### src/common/cpu_pkg.sv
package cpu_pkg;

	localparam int WORD_W = 32;                      // Bus and data register width
	localparam int REG_COUNT = 16;                   // General registers
	localparam int REG_INDEX_W = $clog2(REG_COUNT);
	localparam int MEM_DEPTH = 512;                  // Memory words
	localparam int MEM_ADDR_W = $clog2(MEM_DEPTH);

	// Instruction field positions
	localparam int OPCODE_MSB = 31;
	localparam int OPCODE_LSB = 27;
	localparam int RA_MSB = 26;
	localparam int RA_LSB = 23;
	localparam int RB_MSB = 22;
	localparam int RB_LSB = 19;
	localparam int RC_MSB = 18;
	localparam int RC_LSB = 15;
	localparam int C_MSB = 18;                       // C spans C_MSB down to bit 0

	typedef logic [WORD_W-1:0] word_t;
	typedef logic [REG_INDEX_W-1:0] reg_index_t;
	typedef logic [MEM_ADDR_W-1:0] mem_addr_t;

	typedef enum logic [3:0] {
		ALU_ADD = 4'd0,
		ALU_SUB = 4'd1,
		ALU_AND = 4'd2,
		ALU_OR  = 4'd3
	} alu_op_t;

endpackage

### src/datapath/register_file.sv
`timescale 1ns/1ns

module register_file import cpu_pkg::*; (
	input  logic       clk,
	input  logic       rst_n,
	input  reg_index_t reg_index,
	input  logic       ba_read,
	input  logic       write_en,
	input  word_t      write_data,
	output word_t      read_data
);

	word_t regs [REG_COUNT];

	always_ff @(posedge clk) begin
		if (!rst_n) begin
			for (int i = 0; i < REG_COUNT; i++)
				regs[i] <= '0;
		end else if (write_en) begin
			regs[reg_index] <= write_data;
		end
	end

	// R0 acts as a zero base in address calculations
	always_comb begin
		if (ba_read && reg_index == '0)
			read_data = '0;
		else
			read_data = regs[reg_index];
	end

endmodule

### src/datapath/alu.sv
`timescale 1ns/1ns

module alu import cpu_pkg::*; (
	input  alu_op_t op,
	input  word_t   a,       // From Y
	input  word_t   b,       // From the bus
	output word_t   result
);

	always_comb begin
		case (op)
			ALU_ADD: result = a + b;
			ALU_SUB: result = a - b;
			ALU_AND: result = a & b;
			ALU_OR:  result = a | b;
			default: result = '0;  // Unused opcodes
		endcase
	end

endmodule

### src/datapath/datapath.sv
`timescale 1ns/1ns

module datapath import cpu_pkg::*; (
	input  logic       clk,
	input  logic       rst_n,
	input  alu_op_t    alu_op,
	input  logic       inc_pc,
	input  logic       mdr_select,
	input  logic       ba_read,
	input  logic       regfile_read,
	input  logic       pc_read,
	input  logic       mdr_read,
	input  logic       z_read,
	input  logic       c_read,
	input  logic       inport_read,
	input  logic       regfile_write,
	input  logic       pc_write,
	input  logic       mdr_write,
	input  logic       ir_write,
	input  logic       y_write,
	input  logic       z_write,
	input  logic       mar_write,
	input  reg_index_t reg_index,
	input  word_t      c_value,
	input  word_t      mem_data,
	input  word_t      inport_data,
	output word_t      bus,
	output word_t      mar,
	output word_t      mdr,
	output word_t      ir
);

	word_t pc;
	word_t y;
	word_t z;
	word_t rf_data;
	word_t alu_result;

	register_file register_file_inst (
		.clk        (clk),
		.rst_n      (rst_n),
		.reg_index  (reg_index),
		.ba_read    (ba_read),
		.write_en   (regfile_write),
		.write_data (bus),
		.read_data  (rf_data)
	);

	alu alu_inst (
		.op     (alu_op),
		.a      (y),
		.b      (bus),
		.result (alu_result)
	);

	// One-hot bus mux that is zero when nothing drives it
	assign bus = ({WORD_W{regfile_read | ba_read}} & rf_data)
		| ({WORD_W{pc_read}} & pc)
		| ({WORD_W{mdr_read}} & mdr)
		| ({WORD_W{z_read}} & z)
		| ({WORD_W{c_read}} & c_value)
		| ({WORD_W{inport_read}} & inport_data);

	always_ff @(posedge clk) begin
		if (!rst_n) begin
			pc <= '0;
			mar <= '0;
			mdr <= '0;
			ir <= '0;
			y <= '0;
			z <= '0;
		end else begin
			if (pc_write)
				pc <= inc_pc ? pc + word_t'(1) : bus;  // Increment or jump from bus
			if (mar_write)
				mar <= bus;
			if (mdr_write)
				mdr <= mdr_select ? mem_data : bus;    // Memory word or bus
			if (ir_write)
				ir <= bus;
			if (y_write)
				y <= bus;                              // Left ALU operand
			if (z_write)
				z <= alu_result;
		end
	end

	// A second driver would OR two values onto the bus
	a_single_bus_source: assert property (@(posedge clk) disable iff (!rst_n)
		$onehot0({regfile_read, ba_read, pc_read, mdr_read, z_read, c_read, inport_read}))
		else $error("More than one bus source selected");

endmodule

### config.mk
export PLATFORM = sky130hd
export DESIGN_NAME = datapath
export DESIGN_NICKNAME = d
export VERILOG_FILES = /design/src/common/cpu_pkg.sv /design/src/datapath/register_file.sv /design/src/datapath/alu.sv /design/src/datapath/datapath.sv
export SDC_FILE = /design/constraint.sdc
export NUM_CORES = 1
export LEC_CHECK = 0
export BUFFER_PORTS_ARGS = -buffer_cell sky130_fd_sc_hd__buf_2
export CAP_MARGIN = 10
export CORE_UTILIZATION = 55
export DETAILED_ROUTE_END_ITERATION = 10
export PLACE_DENSITY = 0.77
export SLEW_MARGIN = 20
export SYNTH_ARGS = -nofsm -noshare
export SYNTH_HDL_FRONTEND = slang
export SYNTH_SLANG_ARGS = --single-unit
### constraint.sdc
create_clock -name clk -period 5.83 [get_ports clk]
set_clock_uncertainty 0.1 [all_clocks]
set_input_delay 0.583 -clock clk [delete_from_list [all_inputs] [get_ports clk]]
set_output_delay 0.583 -clock clk [all_outputs]
set_load 0.005 [all_outputs]
Yosys cells after proc, flatten, opt, wreduce, memory -nomap -nowiden
Memories as Yosys holds them, arrays and structs flattened.
Index checks and enable logic that the tools add are counted.
{"block": "totals", "inputBits": 122, "output_inout_bits": 128, "regBits": 192, "ramBits": 512, "memories": 1, "wordCells": 42}
{"block": "op_classes", "muxes": 11, "bitwise_logic": 14, "n_reduce_logical": 4, "n_eq_ne": 3, "addsub": 3}
{"memory": "register_file_inst.regs", "depth": 16, "width": 32, "read_ports": 1, "rd_ports_with_merged_regs": 0, "write_ports": 16, "line_no": "register_file.sv:13", "rtl": "word_t regs [REG_COUNT];"}
{"cell": "AND 32 bit", "count": 7}
{"cell": "bitwise OR 32 bit", "count": 6}
{"cell": "two-way mux 32 bit", "count": 4}
{"cell": "one-hot mux 32 bit (4 select lines)", "count": 1}
{"cell": "adder 32 x 1 -> 32 bit (second input constant)", "count": 1}
{"cell": "adder 32 bit", "count": 1}
{"cell": "OR reduction 32 bit", "count": 1}
{"cell": "subtractor 32 bit", "count": 1}
{"cell": "equality test 4 x 2 -> 1 bit (second input constant)", "count": 2}
{"cell": "logical NOT 4 bit", "count": 2}
{"cell": "two-way mux 1 bit", "count": 5}
{"cell": "equality test 4 x 1 -> 1 bit (second input constant)", "count": 1}
{"cell": "two-way mux 4 bit", "count": 1}
{"cell": "logical AND 1 bit", "count": 1}
{"cell": "bitwise OR 1 bit", "count": 1}

Logic depth before layout (Yosys ltp)
{"block": "depth", "depth_word": 11, "mapped_depth": 26, "ltp_nobuf": 22}

Hierarchy
Synthesis repeated with hierarchy kept, for this count alone.
{"block": "unflattened", "cells_unflattened": 3113, "hier_area_um2": 35584.1}
{"module": "register_file", "area_each_um2": 23357.4, "instances": 1, "seq_area_each_um2": 15374.7, "cells_each": 1533}
{"module": "datapath", "area_each_um2": 9023.7, "instances": 1, "seq_area_each_um2": 3843.7, "cells_each": 1091}
{"module": "alu", "area_each_um2": 3203.1, "instances": 1, "seq_area_each_um2": 0.0, "cells_each": 489}

Worst setup path before layout
OpenSTA, ideal clock, no wires.
{"block": "synth_path", "path_type": "input -> register", "from": "in reg_index[3]", "to": "reg z[31]", "setup_time_ps": 122, "n_path_buf": 4, "path_slack_ps": 47, "required_ps": 5608, "t_arrival_ps": 5561, "path_stages": 24, "cell_sequence": "buf_2 > clkbuf_1 > mux4_2 > mux2i_1 > o221a_2 > clkbuf_1 > ha_1 > nand2_1 > nor3_1 > nand3_1 > nor3_1 > a31oi_1 > xnor2_1 > ha_1 > clkbuf_1 > and3_1 > a31oi_1 > o21bai_1 > a2111oi_0 > a21oi_1 > a221oi_1 > o21ai_0 > nor3b_1 > a221o_1"}
{"block": "synth_between", "elab_chain_cells": 11, "elab_cells_between_ends": 15, "classes_between": "2 x add/sub; 2 x mux; 8 x bitwise; 2 x reduce/logical; 1 x memory"}
{"element": "from (decl)", "line_no": "datapath.sv:23", "rtl": "input reg_index_t reg_index,"}
{"element": "branches (longest 2 deep; another with memory (16 x 32 bit))"}
{"element": "two-way mux 32 bit (*)", "line_no": "register_file.sv:26", "rtl": "if (ba_read && reg_index == '0)"}
{"element": "AND 32 bit (*)", "line_no": "datapath.sv:57", "rtl": "assign bus = ({WORD_W{regfile_read | ba_read}} & rf_data)"}
{"element": "bitwise OR 32 bit (*)", "line_no": "datapath.sv:58", "rtl": "| ({WORD_W{pc_read}} & pc)"}
{"element": "bitwise OR 32 bit (*)", "line_no": "datapath.sv:59", "rtl": "| ({WORD_W{mdr_read}} & mdr)"}
{"element": "bitwise OR 32 bit (*)", "line_no": "datapath.sv:60", "rtl": "| ({WORD_W{z_read}} & z)"}
{"element": "bitwise OR 32 bit (*)", "line_no": "datapath.sv:61", "rtl": "| ({WORD_W{c_read}} & c_value)"}
{"element": "bitwise OR 32 bit (*)", "line_no": "datapath.sv:62", "rtl": "| ({WORD_W{inport_read}} & inport_data);"}
{"element": "subtractor 32 bit (tied with other cells)", "line_no": "alu.sv:13", "rtl": "ALU_SUB: result = a - b;"}
{"element": "one-hot mux 32 bit (4 select lines) (*)", "line_no": "alu.sv:11", "rtl": "case (op)"}
{"element": "to (signal assigned)", "line_no": "datapath.sv:84", "rtl": "z <= alu_result;"}
{"element": "to (decl)", "line_no": "datapath.sv:35", "rtl": "word_t z;"}
Every way passes the cells marked *.
A chain may end at the register's enable or synchronous reset.

Final worst setup path
{"block": "layout_path", "from": "mem register_file_inst.regs[13][8] (netlist bit)", "to": "reg z[31]"}
{"block": "layout_between", "elab_chain_cells": 10, "elab_cells_between_ends": 11, "classes_between": "2 x add/sub; 2 x mux; 6 x bitwise; 1 x memory"}
{"element": "from (decl)", "line_no": "register_file.sv:13"}
{"element": "memory (16 x 32 bit) (*)"}
{"element": "two-way mux 32 bit (*)", "line_no": "register_file.sv:26"}
{"element": "AND 32 bit (*)", "line_no": "datapath.sv:57"}
{"element": "bitwise OR 32 bit (*)", "line_no": "datapath.sv:58"}
{"element": "bitwise OR 32 bit (*)", "line_no": "datapath.sv:59"}
{"element": "bitwise OR 32 bit (*)", "line_no": "datapath.sv:60"}
{"element": "bitwise OR 32 bit (*)", "line_no": "datapath.sv:61"}
{"element": "bitwise OR 32 bit (*)", "line_no": "datapath.sv:62"}
{"element": "subtractor 32 bit or adder 32 bit (tied branches)", "line_no": "alu.sv:13, alu.sv:12"}
{"element": "one-hot mux 32 bit (4 select lines) (*)", "line_no": "alu.sv:11"}
Every way passes the cells marked *; elsewhere a longest branch is shown, timed or not.

==> out/metrics.cfg <==
[yosys]
ys_ff_latch=704
yosysWarnings=0
async_flop_share=0
synth_cell_types=79
synth_area_um2=33500
synth_flop_cell=edfxtp_1
synth_seq_area_share=0.573
postSynthCellCount=2972
synth_edf_count=512
netlist.area_leader.share=0.459
postSynthAreaPerCell_um2=11.3
yosysTopAreaCell=edfxtp_1
yosys-top-cells-area=edfxtp_1 (46%), dfxtp_1 (11%), mux4_2 (8.7%)
syn_nets=3131

[critical_path]
crit_type=reg -> reg
cp-end-kind=flip-flop
cp_max_fo=5
worstPathRequired_ns=6.23
cp_data_arrival_time_ns=5.83
start_kind=flip-flop

[sta]
setup_viol=0
fin_setup_tns_ns=0
worst_pin_slew_ns=1.15
drv_slew=0
rsz0062_at_grt=false
fin_crit_sh=0.932
fin_crit_ns=5.43
hold_viol=0
fmax_mhz=184
maxSlewHeadroom=0.233

[clocking]
clockBufferDepth=3
cts_buffers=72
cts_tree=yes
cts-root-buf=clkbuf_16
h-tree-depth=3
clk_latency_ns=0.61
post_cts_buffers=0
clk_pin_slew_worst_paths_ns=0.06
cts.sink_count=704

[routing]
dr.pass1.iters=9
wl_mm=106
drt.antenna.violating_nets=0
wl_per_cell_um=25.8
route.vias.total=26676
drc=0
avgViaCountPerCell=6.50
drt_iter0_markers=3608

[placed_design]
hpwl_mm=69.9
numPortBuffers=249
routabilityCongestion=1.01

[layout]
area_growth_pct=16.5
diodes=0
final_common_cell=nor2_1
drive_gt1_frac=0.238
post-route-util=0.648
fin_nets=3426
most-common-layout-cells=nor2_1 (721), edfxtp_1 (512), buf_2 (246)

[global_routing]
grt_usage=0.336
grt_overflow=0
grt_max_degree=140
antenna_found_initial=1
grt_pass1_vias=25789
grt_pass1_wl_mm=157

[job]
drv_cap=0

[floorplanning]
start_util=0.557
io_pins=250
rows=90
die_h_um=249
core_um2=60200
dieArea_um2=62000
die_x_um=249

[power_and_ir_drop]
peakVddDrop_mv=0.184
power_density_nw_per_um2=323
cellLeakagePower_nw=15.7

[outcome]
status=finished clean

[hold_path]
hold_path.class=in -> reg

==> report_power, final <==
group	switching (mW)	leakage [nW]	total, mW	internal [mW]
registers	0.130	6.89	5.74	5.61
logic	1.30	7.69	2.14	0.834
clock network	1.96	1.16	4.74	2.79
==> cell type report <==
cell class                      instances  area [um^2]
Multi-Input combinational cell       1953        13100
Fill cell                            4368        21200
Clock inverter                         40          472
Timing Repair Buffer                  488         3150
Tap cell                              782          978
Clock buffer                           88         1910
Inverter                               48          185
Sequential cell                       704        19200
==> timing repair <==
action,4_1_cts,5_1_grt
hold endpoints to repair,0,0
resized for setup,0,4
endpoints found under the setup margin,0,5
hold buffers,0,0
==> routing by layer <==
layer	up-vias	share of wire	GRT usage
li1	11459	-	-
met1	12821	0.36	0.436
met2	2045	0.48	0.551
met3	351	0.12	0.0651
met4	0	0.042	0.149
met5	-	0	0
==> final timing paths <==
path	endpoint	cells after the start	slack (ns)	startpoint
worst max register to register	z[31]	22	0.40	register_file_inst.regs[13][8]
worst min register to register	mar[14]	2	0.38	mar[14]
worst min-delay path	mdr[28]	5	0.22	mem_data[28]
worst max-delay path	z[31]	22	0.40	register_file_inst.regs[13][8]
==> Yosys cell counts, types with 5 or more instances <==
cell and count:
nor2_1 723, edfxtp_1 512, nand2_1 222, clkbuf_1 200
dfxtp_1 192, mux4_2 129, o21ai_0 122, a211oi_1 110
a21oi_1 78, a22oi_1 74, mux2i_1 53, inv_1 41
buf_1 39, a222oi_1 38, xnor2_1 37, ha_1 36
nand3_1 27, nor3_1 26, a21o_1 20, and3_1 18
and2_1 16, nand2b_1 15, o22ai_1 15, a31oi_1 14
maj3_1 14, buf_2 12, xor2_1 10, nand4_1 9
nor2b_1 9, a22o_1 8, buf_4 8, o21a_1 8
inv_2 7, nor3b_1 7, o2bb2ai_1 7, or3_1 7
a21boi_0 6, and4_1 6, mux2_2 6, buf_6 5
nor3_2 5, o31ai_1 5
==> critical path: stages, from the launching register on <==
cell and delay [ns]:
edfxtp_1 0.38, mux4_2 0.47, mux2_2 0.30, o21ai_2 0.21
o31ai_1 0.11, a211o_1 0.33, nor3_2 0.21, nand3_1 0.14
nor3_1 0.15, buf_4 0.16, a41oi_1 0.13, xnor2_1 0.16
ha_1 0.36, a21oi_1 0.16, o21ai_0 0.10, a31oi_1 0.30
o21bai_1 0.12, a2111oi_1 0.38, a21oi_1 0.18, a221oi_2 0.30
o21ai_0 0.17, nor3b_1 0.16, a221o_1 0.25
==> logic make-up after synthesis <==
kind of cell             synth area share
AND/OR/NAND/NOR                     0.137
flip-flops                          0.573
AO/OA/AOI/OAI                       0.115
buffers and inverters              0.0390
multiplexers                        0.104
adder cells (fa/ha/maj)            0.0185
XOR/XNOR                           0.0123
==> flip-flops by register name, indices dropped and copies added, names as in the netlist <==
| name | cells |
|---|---|
| register_file_inst.regs | 512 |
| pc | 32 |
| ir | 32 |
| z | 32 |
| y | 32 |
| mdr | 32 |
| mar | 32 |
==> metrics by stage <==
stage          cells  power [mW]  setup WS [ns]  instance area [um^2]  hold slack (ns)
2_1_floorplan   2972        7.02         0.0468                 33500            0.355
3_3_place_gp    3975        7.86         -0.186                 36700            0.370
3_5_place_dp    3975        7.91         -0.269                 36700            0.375
4_1_cts         4103        12.6          0.206                 39000            0.200
5_1_grt         4103        13.0         0.0571                 39100            0.254
6_report        4103        12.6          0.399                 39100            0.225
No activity file was read; power rests on OpenSTA's default activity.
